## config.mk

```make
export PLATFORM = sky130hd
export DESIGN_NAME = basicOps_flat
export DESIGN_NICKNAME = d
export VERILOG_FILES = /design/src/design/percVarPkg.sv /design/src/design/opBus.sv /design/src/design/basicOps.sv /design/src/flat_wrapper.sv
export SDC_FILE = /design/constraint.sdc
export NUM_CORES = 1
export LEC_CHECK = 0
export ABC_CLOCK_PERIOD_IN_PS = 800
export BUFFER_PORTS_ARGS = -buffer_cell sky130_fd_sc_hd__buf_2
export CAP_MARGIN = 10
export CORE_MARGIN = 2
export CORE_UTILIZATION = 55
export DETAILED_ROUTE_END_ITERATION = 10
export GPL_TIMING_DRIVEN = 0
export PLACE_DENSITY = 0.72
export SLEW_MARGIN = 25
export SYNTH_ARGS = -nofsm -noshare
export SYNTH_HDL_FRONTEND = slang
export SYNTH_SLANG_ARGS = --single-unit
```

## constraint.sdc

```tcl
create_clock -name clk -period 0.8 [get_ports clk]
set_input_delay 0.04 -clock clk [delete_from_list [all_inputs] [get_ports clk]]
set_output_delay 0.04 -clock clk [all_outputs]
set_load 0.02 [all_outputs]
```

## src/design/percVarPkg.sv

```systemverilog
package percVarPkg;

	////////////////////////////////////////////////////////////////////////////
	// Scratch memory geometry and layout
	////////////////////////////////////////////////////////////////////////////

	localparam int ADDR_W    = 11;
	localparam int DATA_W    = 32;
	localparam int MEM_DEPTH = 2048;

	// Operand and result regions
	localparam logic [ADDR_W-1:0] A_BASE   = 11'd0;
	localparam logic [ADDR_W-1:0] B_BASE   = 11'd16;
	localparam logic [ADDR_W-1:0] OUT_BASE = 11'd32;

	localparam int ITEM_COUNT = 8;
	localparam int IDX_W      = $clog2(ITEM_COUNT);

	////////////////////////////////////////////////////////////////////////////
	// Gamma constants, Q15
	////////////////////////////////////////////////////////////////////////////

	localparam logic signed [15:0] GAMMA_SLOPE  = 16'sd16384;
	localparam logic signed [15:0] GAMMA_OFFSET = 16'sd24576;
	localparam logic signed [15:0] GAMMA_MIN    = 16'sd19661;
	localparam logic signed [15:0] GAMMA_MAX    = 16'sd29491;

	typedef enum logic [2:0] {
		OP_ADD,
		OP_SUB,
		OP_SHR,
		OP_LMULT,
		OP_LSHR
	} opCode_e;

	typedef enum logic [3:0] {
		S_IDLE,
		S_RDA,
		S_RDB,
		S_ADD,
		S_SHR,
		S_LMULT,
		S_LSHR,
		S_SUB,
		S_WRITE,
		S_DONE
	} ctrlState_e;

	// Sign extension of a 16-bit word to the bus width
	function automatic logic [DATA_W-1:0] sext16(input logic [15:0] v);
		return {{(DATA_W-16){v[15]}}, v};
	endfunction

endpackage

```

## src/design/opBus.sv

```systemverilog
`timescale 1ns/10ps

interface opBus import percVarPkg::*; ();

	// Operator request
	opCode_e           op;
	logic [DATA_W-1:0] a;
	logic [DATA_W-1:0] b;

	// Result, one cycle after the request
	logic [DATA_W-1:0] result;

	modport ctrl (
		output op,
		output a,
		output b,
		input  result
	);

	modport ops (
		input  op,
		input  a,
		input  b,
		output result
	);

endinterface

```

## src/design/basicOps.sv

```systemverilog
`timescale 1ns/10ps

module basicOps
	import percVarPkg::*;
(
	input  logic clk,
	input  logic arstN,
	opBus.ops    bus
);

	logic signed [15:0]       a16;
	logic signed [15:0]       b16;
	logic signed [16:0]       sum17;
	logic signed [16:0]       diff17;
	logic signed [31:0]       prod;
	logic        [4:0]        shr16Amt;
	logic        [4:0]        shr32Amt;
	logic        [DATA_W-1:0] nextResult;

	// Clamp a 17-bit intermediate into the 16-bit range
	function automatic logic [15:0] sat16(input logic signed [16:0] v);
		if (v[16] != v[15])
			return v[16] ? 16'h8000 : 16'h7fff;
		return v[15:0];
	endfunction

	////////////////////////////////////////////////////////////////////////////
	// Operand views
	////////////////////////////////////////////////////////////////////////////

	assign a16    = bus.a[15:0];
	assign b16    = bus.b[15:0];
	assign sum17  = a16 + b16;
	assign diff17 = a16 - b16;
	assign prod   = a16 * b16;

	// Shift counts stop at the operand width, as in the ITU reference
	assign shr16Amt = (bus.b[15:0] > 16'd15) ? 5'd15 : bus.b[4:0];
	assign shr32Amt = (bus.b[15:0] > 16'd31) ? 5'd31 : bus.b[4:0];

	////////////////////////////////////////////////////////////////////////////
	// Operator select
	////////////////////////////////////////////////////////////////////////////

	always_comb
	begin
		case (bus.op)
			OP_ADD:
				nextResult = sext16(sat16(sum17));
			OP_SUB:
				nextResult = sext16(sat16(diff17));
			OP_SHR:
				nextResult = sext16(a16 >>> shr16Amt);
			OP_LMULT:
			begin
				// Only -32768 * -32768 overflows when doubled
				if (prod == 32'sh4000_0000)
					nextResult = 32'h7fff_ffff;
				else
					nextResult = {prod[30:0], 1'b0};
			end
			OP_LSHR:
				nextResult = $signed(bus.a) >>> shr32Amt;
			default:
				nextResult = '0;
		endcase
	end

	always_ff @(posedge clk or negedge arstN)
	begin
		if (!arstN)
			bus.result <= '0;
		else
			bus.result <= nextResult;
	end

	// Controller never issues an undefined opcode
	opValid: assert property (@(posedge clk) disable iff (!arstN)
		bus.op inside {OP_ADD, OP_SUB, OP_SHR, OP_LMULT, OP_LSHR});

endmodule

```

## src/flat_wrapper.sv

```systemverilog
// flat-port wrapper written by rule: the top's interface ports become plain ports
module basicOps_flat import percVarPkg::*;
  (clk, arstN, bus_op, bus_a, bus_b, bus_result);
  opBus bus_i ();
  input  logic clk;
  input  logic arstN;
  input wire logic [$bits(bus_i.op)-1:0] bus_op;
  input wire logic [$bits(bus_i.a)-1:0] bus_a;
  input wire logic [$bits(bus_i.b)-1:0] bus_b;
  output wire logic [$bits(bus_i.result)-1:0] bus_result;
  assign bus_i.op = bus_op;
  assign bus_i.a = bus_a;
  assign bus_i.b = bus_b;
  assign bus_result = bus_i.result;
  basicOps u_core (.clk(clk), .arstN(arstN), .bus(bus_i));
endmodule
```

==> results.md <==
- Commonest non-fill, non-tap cell in the layout: inv_1
- Leading cell types in the layout, fill and taps excluded: 263 x inv_1, 253 x fa_1, 229 x nand2_1
- Yosys top cell by area: fa_1
- Distinct cells, synth: 88
- Post-synthesis cell area: around 16000 sq um
- TNS Setup: -179.91 ns
- Critical setup path kind: in2reg
- Layout cells sized above 1: 0.200
- H-Tree Depth: 2
- Total grt overflow: 0
- Max-slew violation count: 0
- P&R area growth vs syn: 22.4%
- CP required: about 0.88 ns
- Final nets: 2556
- Cell mode on critical path: fa_1
- Master of the slowest instance on the critical path: fa_1
- Fin crit share: 8.09
- CP max stage delay: around 0.56 ns
- GPL Wtd Cong: roughly 1
- GRT Overall Usage: 0.417
- Global-route wire length before repair: 95900 um
- Sink Count: 32
- Vias: 15700
- Maximum achievable frequency: between 150 and 200 MHz
- Yosys warns: 0
- Max FFs per register: 32
- Clock Pin Slew Worst Setup and Hold Paths: 0.05 ns
- Largest net degree at the start of global routing: 33
- DRC: 0
- Worst-path fanout max: 10
- Root Buffer: clkbuf_16
- Slew HR: 0.268
- Num CTS Buffers: 5
- Largest Register: u_core.bus.result
- Final worst setup slack: -5.67 ns
- RSZ-0062 raised after global routing: yes
- Post-synth top area share: 0.330
- Outcome: complete, but fails checks
- Critical Path AT: roughly 6.6 ns
- Seq/Total Area, Yosys: 0.0500
- Synth area leaders: fa_1 33%, ha_1 9.3%, inv_1 6.4%
- CP endpoint kind: flop
- Max cap viols: 0
- Die area: between 30000 and 40000 sq um
- Post-Route WL: 63600 um
- Fill count: between 2000 and 2500
- Post-synth EDFFs: 0
- Initial core utilization: 0.558
- Syn_nets: 2384
- CTS tree: built
- Top Registers: u_core.bus.result x32
- Asr flop ratio synth: 1.00
- Failing checks: negative hold slack, negative setup slack
- Vias in the first global route: ~16000
- Port bufs: 83
- FF+latch count, synth: 32
- Fin crit period: approximately 6.5 ns
- Io pins: between 100 and 150
- CORE AREA: between 20000 and 30000 sq um
- Die X: around 170 um
- HPWL Detailed: 50000 um
- Pre-antenna DRT Iters: 6
- Crit path launch type: primary input
- CTS Buffer Depth: 2
- Drt wl/cell: 25.5 um
- Vias/cell: approximately 6.3
- Initial antenna violation count: 0
- Hold crit path type: in2async
- Final antenna-violating net count: 0
- Hold Violations, Final: 32
- Main synth FF type: dfrtp_1
- Worst slew pin tran: between 1 and 1.5 ns
- Die extent in y: ~170 um
- Avg Cell Area, Syn: ~8.3 sq um
- Num rows: 62
- Core Util, Final: 0.682
- Initial DRC count: around 2100
- Syn Inst Count: slightly below 2000
- WHS: -0.191 ns
- Final setup viols: 64
==> synthesized netlist by cell type, types with 7 or more instances <==
cell type    n
a211oi_1    20
a21o_1      15
a21oi_1    108
a221oi_1     8
a22oi_1      7
a31oi_1     14
and2_1     106
and3_1      11
buf_1        7
buf_2       15
clkbuf_1    86
dfrtp_1     32
fa_1       264
ha_1       119
inv_1      271
mux2_2       8
mux2i_1     61
mux4_2       8
nand2_1    243
nand2b_1    20
nand3_1     49
nand4_1     18
nor2_1     112
nor3_1      25
o2111ai_1   12
o211ai_1    12
o21ai_0     59
o21ai_1     13
o22ai_1     13
o31ai_1      8
or3_1       10
xnor2_1     31
xor2_1      20
==> cell families (layout without fill, tap and decap cells) <==
logic type | after synthesis | after routing | synth area share
AND/OR/NAND/NOR | 643 | 643 | 0.200
buffers and inverters | 392 | 565 | 0.0974
multiplexers | 77 | 77 | 0.0550
other | 0 | 2 | 0
adder cells (fa/ha/maj) | 383 | 383 | 0.423
AO/OA/AOI/OAI | 352 | 352 | 0.144
flip-flops | 32 | 32 | 0.0500
XOR/XNOR | 53 | 53 | 0.0307
==> stage by stage <==
stage          area (sq um)  worst slack [ns]  cells
3_3_place_gp          17200             -7.11   2399
6_report              19600             -5.67   2491
4_1_cts               19100             -5.48   2468
3_5_place_dp          17200             -7.13   2399
5_1_grt               19600             -5.83   2489
2_1_floorplan         16300             -5.32   1932
==> layout make-up <==
| cell class | instances | area (sq um) | area share |
|---|---|---|---|
| antenna | 2 | 5.00 | 0.000256 |
| buffer | 110 | 1300 | 0.0664 |
| clock buffer | 6 | 129 | 0.00658 |
| clock inverter | 2 | 35.0 | 0.00179 |
| inverter | 275 | 1050 | 0.0536 |
| multi-input combinational | 1508 | 14300 | 0.731 |
| sequential | 32 | 801 | 0.0409 |
| tap | 384 | 480 | 0.0245 |
| timing repair buffer | 172 | 1460 | 0.0747 |
==> metal layers <==
metal	up-vias	GRT usage	wire, um
li1	6734	-	-
met1	7726	0.530	23700
met2	1006	0.664	29000
met3	257	0.0875	6420
met4	0	0.240	4500
met5	-	0	0
==> worst max-delay path, delay by kind of cell <==
family                   cells  cell delay [ns]
multiplexers                 1             0.27
buffers and inverters        8             1.17
AND/OR/NAND/NOR              5             0.82
adder cells (fa/ha/maj)      7             3.39
AO/OA/AOI/OAI                5             0.84
==> worst max-delay path by stage <==
stage | startpoint | cells after the start | endpoint | slack, ns
5_1_grt | bus_a[15] | 26 | u_core.bus.result[15] | -5.83
3_5_place_dp | bus_a[14] | 25 | u_core.bus.result[12] | -7.13
3_3_place_gp | bus_a[8] | 24 | u_core.bus.result[12] | -7.11
4_1_cts | bus_b[3] | 29 | u_core.bus.result[24] | -5.48
6_report | bus_a[14] | 26 | u_core.bus.result[23] | -5.67
2_1_floorplan | bus_b[3] | 27 | u_core.bus.result[21] | -5.32
==> timing repair <==
item / in CTS / in global routing
hold endpoints to repair: 32 / 32
endpoints found under the setup margin: 64 / 64
pin swaps: 53 / 27
gates cloned: 2 / 2
gates resized for setup: 300 / 69
buffers inserted: 64 / 21
Power is left out: the tool's default activity adds up to more than one toggle a clock period on the data nets, which glitch-free logic cannot reach.
