`src/design/percVarPkg.sv`:
```
package percVarPkg;

	////////////////////////////////////////////////////////////////////////////
	// Scratch memory geometry and layout
	////////////////////////////////////////////////////////////////////////////

	localparam int ADDR_W    = 11;
	localparam int DATA_W    = 32;
	localparam int MEM_DEPTH = 2048;

	// Operand and result regions
	localparam logic [ADDR_W-1:0] A_BASE   = 11'd0;
	localparam logic [ADDR_W-1:0] B_BASE   = 11'd16;
	localparam logic [ADDR_W-1:0] OUT_BASE = 11'd32;

	localparam int ITEM_COUNT = 8;
	localparam int IDX_W      = $clog2(ITEM_COUNT);

	////////////////////////////////////////////////////////////////////////////
	// Gamma constants, Q15
	////////////////////////////////////////////////////////////////////////////

	localparam logic signed [15:0] GAMMA_SLOPE  = 16'sd16384;
	localparam logic signed [15:0] GAMMA_OFFSET = 16'sd24576;
	localparam logic signed [15:0] GAMMA_MIN    = 16'sd19661;
	localparam logic signed [15:0] GAMMA_MAX    = 16'sd29491;

	typedef enum logic [2:0] {
		OP_ADD,
		OP_SUB,
		OP_SHR,
		OP_LMULT,
		OP_LSHR
	} opCode_e;

	typedef enum logic [3:0] {
		S_IDLE,
		S_RDA,
		S_RDB,
		S_ADD,
		S_SHR,
		S_LMULT,
		S_LSHR,
		S_SUB,
		S_WRITE,
		S_DONE
	} ctrlState_e;

	// Sign extension of a 16-bit word to the bus width
	function automatic logic [DATA_W-1:0] sext16(input logic [15:0] v);
		return {{(DATA_W-16){v[15]}}, v};
	endfunction

endpackage

```
`src/design/memBus.sv`:
```
`timescale 1ns/10ps

interface memBus import percVarPkg::*; ();

	// Controller side of the scratch RAM
	logic [ADDR_W-1:0] addr;
	logic [DATA_W-1:0] wdata;
	logic              we;

	// Registered read data, one cycle after addr
	logic [DATA_W-1:0] rdata;

	modport ctrl (
		output addr,
		output wdata,
		output we,
		input  rdata
	);

	modport mem (
		input  addr,
		input  wdata,
		input  we,
		output rdata
	);

endinterface

```
`src/design/opBus.sv`:
```
`timescale 1ns/10ps

interface opBus import percVarPkg::*; ();

	// Operator request
	opCode_e           op;
	logic [DATA_W-1:0] a;
	logic [DATA_W-1:0] b;

	// Result, one cycle after the request
	logic [DATA_W-1:0] result;

	modport ctrl (
		output op,
		output a,
		output b,
		input  result
	);

	modport ops (
		input  op,
		input  a,
		input  b,
		output result
	);

endinterface

```
`src/design/percVarCtrl.sv`:
```
`timescale 1ns/10ps

module percVarCtrl
	import percVarPkg::*;
(
	input  logic clk,
	input  logic arstN,
	input  logic start,
	output logic done,
	output logic busy,
	memBus.ctrl  mem,
	opBus.ctrl   ops
);

	ctrlState_e         state;
	ctrlState_e         nextState;
	logic [IDX_W-1:0]   idx;
	logic [15:0]        aReg;
	logic [15:0]        interReg;
	logic signed [15:0] gammaRaw;
	logic signed [15:0] gammaClip;
	logic               lastItem;

	assign lastItem = (idx == IDX_W'(ITEM_COUNT - 1));

	////////////////////////////////////////////////////////////////////////////
	// State sequencing at eight cycles per item
	////////////////////////////////////////////////////////////////////////////

	always_comb
	begin
		case (state)
			S_IDLE:  nextState = start ? S_RDA : S_IDLE;
			S_RDA:   nextState = S_RDB;
			S_RDB:   nextState = S_ADD;
			S_ADD:   nextState = S_SHR;
			S_SHR:   nextState = S_LMULT;
			S_LMULT: nextState = S_LSHR;
			S_LSHR:  nextState = S_SUB;
			S_SUB:   nextState = S_WRITE;
			S_WRITE: nextState = lastItem ? S_DONE : S_RDA;
			default: nextState = S_IDLE;
		endcase
	end

	always_ff @(posedge clk or negedge arstN)
	begin
		if (!arstN)
		begin
			state <= S_IDLE;
			idx   <= '0;
			busy  <= 1'b0;
		end
		else
		begin
			state <= nextState;
			if (state == S_IDLE && start)
			begin
				busy <= 1'b1;
				idx  <= '0;
			end
			if (state == S_WRITE)
			begin
				idx <= idx + 1'b1;
				// Hand the RAM back as the last word lands
				if (lastItem)
					busy <= 1'b0;
			end
		end
	end

	// Operand a arrives in S_RDB and inter leaves the shifter in S_LMULT
	always_ff @(posedge clk)
	begin
		if (state == S_RDB)
			aReg <= mem.rdata[15:0];
		if (state == S_LMULT)
			interReg <= ops.result[15:0];
	end

	assign done = (state == S_DONE);

	////////////////////////////////////////////////////////////////////////////
	// Memory and operator requests
	////////////////////////////////////////////////////////////////////////////

	assign gammaRaw  = ops.result[15:0];
	assign gammaClip = (gammaRaw > GAMMA_MAX) ? GAMMA_MAX :
		(gammaRaw < GAMMA_MIN) ? GAMMA_MIN : gammaRaw;

	always_comb
	begin
		mem.addr  = OUT_BASE + ADDR_W'(idx);
		mem.wdata = {interReg, gammaClip};
		mem.we    = 1'b0;
		case (state)
			S_RDA:   mem.addr = A_BASE + ADDR_W'(idx);
			S_RDB:   mem.addr = B_BASE + ADDR_W'(idx);
			S_WRITE: mem.we = 1'b1;
			default: mem.we = 1'b0;
		endcase
	end

	always_comb
	begin
		ops.op = OP_ADD;
		ops.a  = '0;
		ops.b  = '0;
		case (state)
			S_ADD:
			begin
				// b comes straight from the RAM read port
				ops.a = sext16(aReg);
				ops.b = sext16(mem.rdata[15:0]);
			end
			S_SHR:
			begin
				ops.op = OP_SHR;
				ops.a  = ops.result;
				ops.b  = 32'd1;
			end
			S_LMULT:
			begin
				ops.op = OP_LMULT;
				ops.a  = ops.result;
				ops.b  = sext16(GAMMA_SLOPE);
			end
			S_LSHR:
			begin
				ops.op = OP_LSHR;
				ops.a  = ops.result;
				ops.b  = 32'd16;
			end
			S_SUB:
			begin
				ops.op = OP_SUB;
				ops.a  = sext16(GAMMA_OFFSET);
				ops.b  = ops.result;
			end
			default:
				ops.op = OP_ADD;
		endcase
	end

	busyNotIdle: assert property (@(posedge clk) disable iff (!arstN)
		busy |-> state != S_IDLE);

endmodule

```
`src/flat_wrapper.sv`:
```
// flat-port wrapper written by rule: the top's interface ports become plain ports
module percVarCtrl_flat import percVarPkg::*;
  (clk, arstN, start, done, busy, mem_addr, mem_wdata, mem_we, mem_rdata, ops_op, ops_a, ops_b, ops_result);
  memBus mem_i ();
  opBus ops_i ();
  input  logic clk;
  input  logic arstN;
  input  logic start;
  output logic done;
  output logic busy;
  output wire logic [$bits(mem_i.addr)-1:0] mem_addr;
  output wire logic [$bits(mem_i.wdata)-1:0] mem_wdata;
  output wire logic [$bits(mem_i.we)-1:0] mem_we;
  input wire logic [$bits(mem_i.rdata)-1:0] mem_rdata;
  output wire logic [$bits(ops_i.op)-1:0] ops_op;
  output wire logic [$bits(ops_i.a)-1:0] ops_a;
  output wire logic [$bits(ops_i.b)-1:0] ops_b;
  input wire logic [$bits(ops_i.result)-1:0] ops_result;
  assign mem_addr = mem_i.addr;
  assign mem_wdata = mem_i.wdata;
  assign mem_we = mem_i.we;
  assign mem_i.rdata = mem_rdata;
  assign ops_op = ops_i.op;
  assign ops_a = ops_i.a;
  assign ops_b = ops_i.b;
  assign ops_i.result = ops_result;
  percVarCtrl u_core (.clk(clk), .arstN(arstN), .start(start), .done(done), .busy(busy), .mem(mem_i), .ops(ops_i));
endmodule
```
`config.mk`:
```
export PLATFORM = sky130hd
export DESIGN_NAME = percVarCtrl_flat
export DESIGN_NICKNAME = d
export VERILOG_FILES = /design/src/design/percVarPkg.sv /design/src/design/memBus.sv /design/src/design/opBus.sv /design/src/design/percVarCtrl.sv /design/src/flat_wrapper.sv
export SDC_FILE = /design/constraint.sdc
export NUM_CORES = 1
export LEC_CHECK = 0
export BUFFER_PORTS_ARGS = -buffer_cell sky130_fd_sc_hd__buf_4
export CAP_MARGIN = 30
export CORE_ASPECT_RATIO = 1.25
export CORE_MARGIN = 4
export CORE_UTILIZATION = 45
export CTS_BUF_LIST = sky130_fd_sc_hd__clkbuf_2
export DETAILED_ROUTE_END_ITERATION = 8
export GPL_TIMING_DRIVEN = 0
export PLACE_DENSITY = 0.95
export RECOVER_POWER = 50
export SYNTH_ARGS = -nofsm -noshare
export SYNTH_HDL_FRONTEND = slang
export SYNTH_SLANG_ARGS = --single-unit
```
`constraint.sdc`:
```
create_clock -name clk -period 4.05 [get_ports clk]
set_input_delay 0.2025 -clock clk [delete_from_list [all_inputs] [get_ports clk]]
set_output_delay 0.2025 -clock clk [all_outputs]
set_load 0.01 [all_outputs]
```
==> impl_summary.txt <==
----------------------------------------------------
[Status]
  Status ... completed

[Setup path]
  Critical Path Source Type ... input port
  Setup slack of the worst register-to-register path ... 1.46 ns
  R2R Path Start ... u_core.state[1]
  Data arrival at the endpoint of the critical path ... 2.63 ns
  End of the worst register-to-register path ... u_core.aReg[6]
  Worst path required time ... 3.85 ns
  Maximum net fanout on the critical path ... 10
  Logic depth of the worst register-to-register path ... 4
  Worst Path Class, Setup ... in2out
  Launch point of the critical path ... ops_result[0]
  Worst Setup End Kind ... primary output

[Min path]
  Hold Crit Endpoint ... u_core.state[0]
  Worst Hold Class ... in2reg
  Depth of the worst hold-timing path ... 3
  HP Start ... start

[Global routing]
  Congestion Overflow GR ... 0
  Overall routing resource usage ... 25.5%
  Number of global-route vias before repair ... 2643
  Largest net degree at the start of global routing ... 15
  Global-route wire length before repair ... 12800 microns
  Number of antenna violations at the first check in global routing ... 0

[CTS]
  CTS tree ... done
  Clock buffers created by TritonCTS ... 5
  Worst skew pair latency ... 0.40 ns
  Deepest clock path buffer count ... 2
  Clock slew at the register clock pins of the worst setup and hold paths ... 0.19 ns
  CTS Root Cell ... clkbuf_2
  Max H-tree Level ... 2
  Total clock sinks ... 40

[Timing]
  Setup slack of the critical path after layout ... 1.22 ns
  Max-slew headroom ... 41.3%
  Final clock skew ... 0.0181 ns
  Total Neg Setup Slack ... 0 ns
  Final Slew Violations ... 0
  Fmax ... 0.353 GHz
  Post-route fraction of the period consumed by the critical path ... 69.9%
  Final setup vio count ... 0
  Slew at the pin closest to its max-slew limit ... 0.874 ns
  Setup repair after global routing missed its margin ... no
  Period minus WS final ... 2.83 ns
  Count of endpoints failing hold in the final timing report ... 0

[Pwr]
  Power dissipated by switching net loads ... 0.968 mW
  Switching power as a share of total power ... 42.4%
  Clock network fraction of total power ... 7.6%
  Share of power burned in registers ... 26.7%
  Peak supply drop ... 0.382 mV
  Pleak ... 1.92 nW
  Part of the total power dissipated in combinational logic ... 65.7%
  Internal portion of total power ... 1.31 mW
  Areal power density over the cells ... 602 nW/um^2

[Finish]
  Area of the multi-input gates ... 1030 sq um
  Final nets ... 508
  Inserted Diodes ... 0
  Filler Cells Inserted ... 411
  Share of layout cells above drive strength 1 ... 32.6%
  Area growth from synthesis to layout ... 59.4%
  Register area ... 1160 sq um

[Routing]
  Drt via density ... 5.35
  DRC viols ... 0
  Drt total wl ... 8620 microns
  Routed vias ... 2680
  Average detailed-routed wire length per instance ... 17.2 microns
  Detailed Routing Iterations Pass 1 ... 5
  Post-route antenna net violation count ... 0
  Detailed Route Iter0 Violations ... 171

[Floorplanning]
  Die width ... 73.0 microns
  Number of primary I/O pins ... 180
  Height of the die ... 89.2 microns
  Initial core utilization ... 46.7%
  Placeable core area ... 5080 sq um
  Number of placement rows ... 29
  Die area ... 6510 sq um

[Yosys]
  FF+latch count, synth ... 40
  Synth Area per Inst ... 9.85 sq um
  Number of library cell types mapped by synthesis ... 37
  Sequential cell area fraction in the yosys report ... 48.9%
  Gate count after technology mapping ... 241
  Total standard cell area after synthesis ... 2370 sq um
  Count of warnings emitted by yosys ... 0

[Placement]
  Pre-CTS setup slack ... 1.86 ns
  Weighted congestion reported at the end of routability-driven placement ... 0.877
  Total half-perimeter wirelength after legalization and detailed placement ... 6510 microns
  Count of buffers inserted at the top-level ports ... 157

[Flow run]
  # Max-Cap Violations ... 0

----------------------------------------------------
==> flip-flops by register name, indices dropped and copies added (netlist names) <==
| signal | cells |
|---|---|
| u_core.aReg | 16 |
| u_core.interReg | 16 |
| u_core.state | 4 |
| u_core.idx | 3 |
| u_core.busy | 1 |
==> repair_timing <==
| item | in CTS | in global routing |
|---|---|---|
| hold buffers | 17 | 9 |
| endpoints found under the hold margin | 24 | 9 |
| resized for setup | 0 | 0 |
| buffers inserted | 0 | 0 |
==> through the flow <==
| step | instances | hold slack, ns | area [sq um] | utilization [%] | power [mW] |
|---|---|---|---|---|---|
| 2_1_floorplan | 246 | -0.0931 | 2390 | - | 1.40 |
| 3_3_place_gp | 465 | 0.0225 | 3650 | 71.8 | 2.10 |
| 3_5_place_dp | 467 | 0.0262 | 3680 | 72.5 | 2.17 |
| 4_1_cts | 492 | 0.00632 | 3890 | 76.6 | 2.34 |
| 5_1_grt | 501 | 0.0545 | 3780 | 74.5 | 2.43 |
| 6_report | 501 | 0.0730 | 3780 | 74.5 | 2.28 |
==> cell usage in the layout, fill, tap and decap left out, drive strengths merged, types with 3 or more instances in the layout <==
master / count
conb: 6
buf: 118
nor2: 21
a211oi: 4
ha: 3
and2: 4
nor3: 5
inv: 10
clkinv: 3
nand2: 41
nor4: 3
dlygate4sd3: 26
a21o: 18
a21oi: 3
dfrtp: 8
edfxtp: 32
clkbuf: 72
a22o: 26
o21ai: 13
==> layer usage <==
layer  global-route usage (%)  vias to the layer above  share of wire, %
met2                     47.0                      166                52
met3                     7.20                       15                12
met1                     27.8                     1246                34
met5                        0                        -                 0
met4                     9.06                        0               1.9
li1                         -                     1253                 -
==> kinds of logic after synthesis <==
| logic type | Yosys count | synth area share [%] |
|---|---|---|
| compound gates | 72 | 23.0 |
| xor+xnor | 1 | 0.369 |
| fa+ha+maj | 3 | 1.58 |
| buf+inv | 36 | 8.54 |
| flops | 40 | 48.9 |
| mux | 2 | 0.948 |
| other cells | 1 | 0.158 |
| simple gates | 86 | 16.5 |
==> cell type report <==
type | count | area share, %
clock inverters | 3 | 0.364
well taps | 62 | 2.05
repair buffers | 185 | 33.9
plain buffers | 26 | 4.20
inverters | 10 | 0.992
multi-input cells | 170 | 27.2
clock buffers | 5 | 0.661
flip-flops and latches | 40 | 30.7
==> cell usage after synthesis, drive strengths merged <==
cell type / count / share of area [%]
a2111oi: 1 / 0.37
a211oi: 4 / 1.3
a21o: 18 / 5.7
a21oi: 3 / 0.63
a221o: 1 / 0.42
a221oi: 2 / 1.0
a22o: 26 / 9.6
a22oi: 1 / 0.32
and2: 4 / 1.2
and4b: 1 / 0.42
and4bb: 1 / 0.53
buf: 20 / 6.0
clkbuf: 6 / 0.95
conb: 1 / 0.16
dfrtp: 8 / 8.4
edfxtp: 32 / 40
ha: 3 / 1.6
inv: 10 / 1.6
mux2: 2 / 0.95
nand2: 41 / 6.5
nand2b: 2 / 0.53
nand3: 1 / 0.21
nand3b: 2 / 0.63
nand4b: 1 / 0.37
nor2: 21 / 3.3
nor3: 5 / 1.1
nor4: 3 / 0.79
o211ai: 2 / 0.63
o21a: 1 / 0.32
o21ai: 13 / 2.7
or2: 2 / 0.53
or3: 2 / 0.53
xnor2: 1 / 0.37
==> critical path, cell delays in order <==
cell,delay (ns)
dlygate4sd3_1,0.55
clkbuf_1,0.27
o211ai_1,0.14
a211oi_1,0.30
nor3_1,0.11
ha_1,0.39
clkbuf_1,0.35
nor2_1,0.08
nor2_1,0.10
buf_4,0.13
==> power groups by stage <==
stage          combinational (mW)  sequential, mW  clock (mW)
2_1_floorplan               0.774           0.630           0
3_3_place_gp                 1.49           0.614           0
3_5_place_dp                 1.55           0.615           0
4_1_cts                      1.57           0.604       0.172
5_1_grt                      1.62           0.618       0.192
6_report                     1.50           0.609       0.174
==> how the worst max path moves through the flow <==
stage and endpoint:
2_1_floorplan u_core.aReg[0], 3_3_place_gp mem_addr[4], 3_5_place_dp mem_wdata[13], 4_1_cts ops_a[15], 5_1_grt mem_wdata[3], 6_report mem_wdata[11]
No activity file was read; power rests on OpenSTA's default activity.
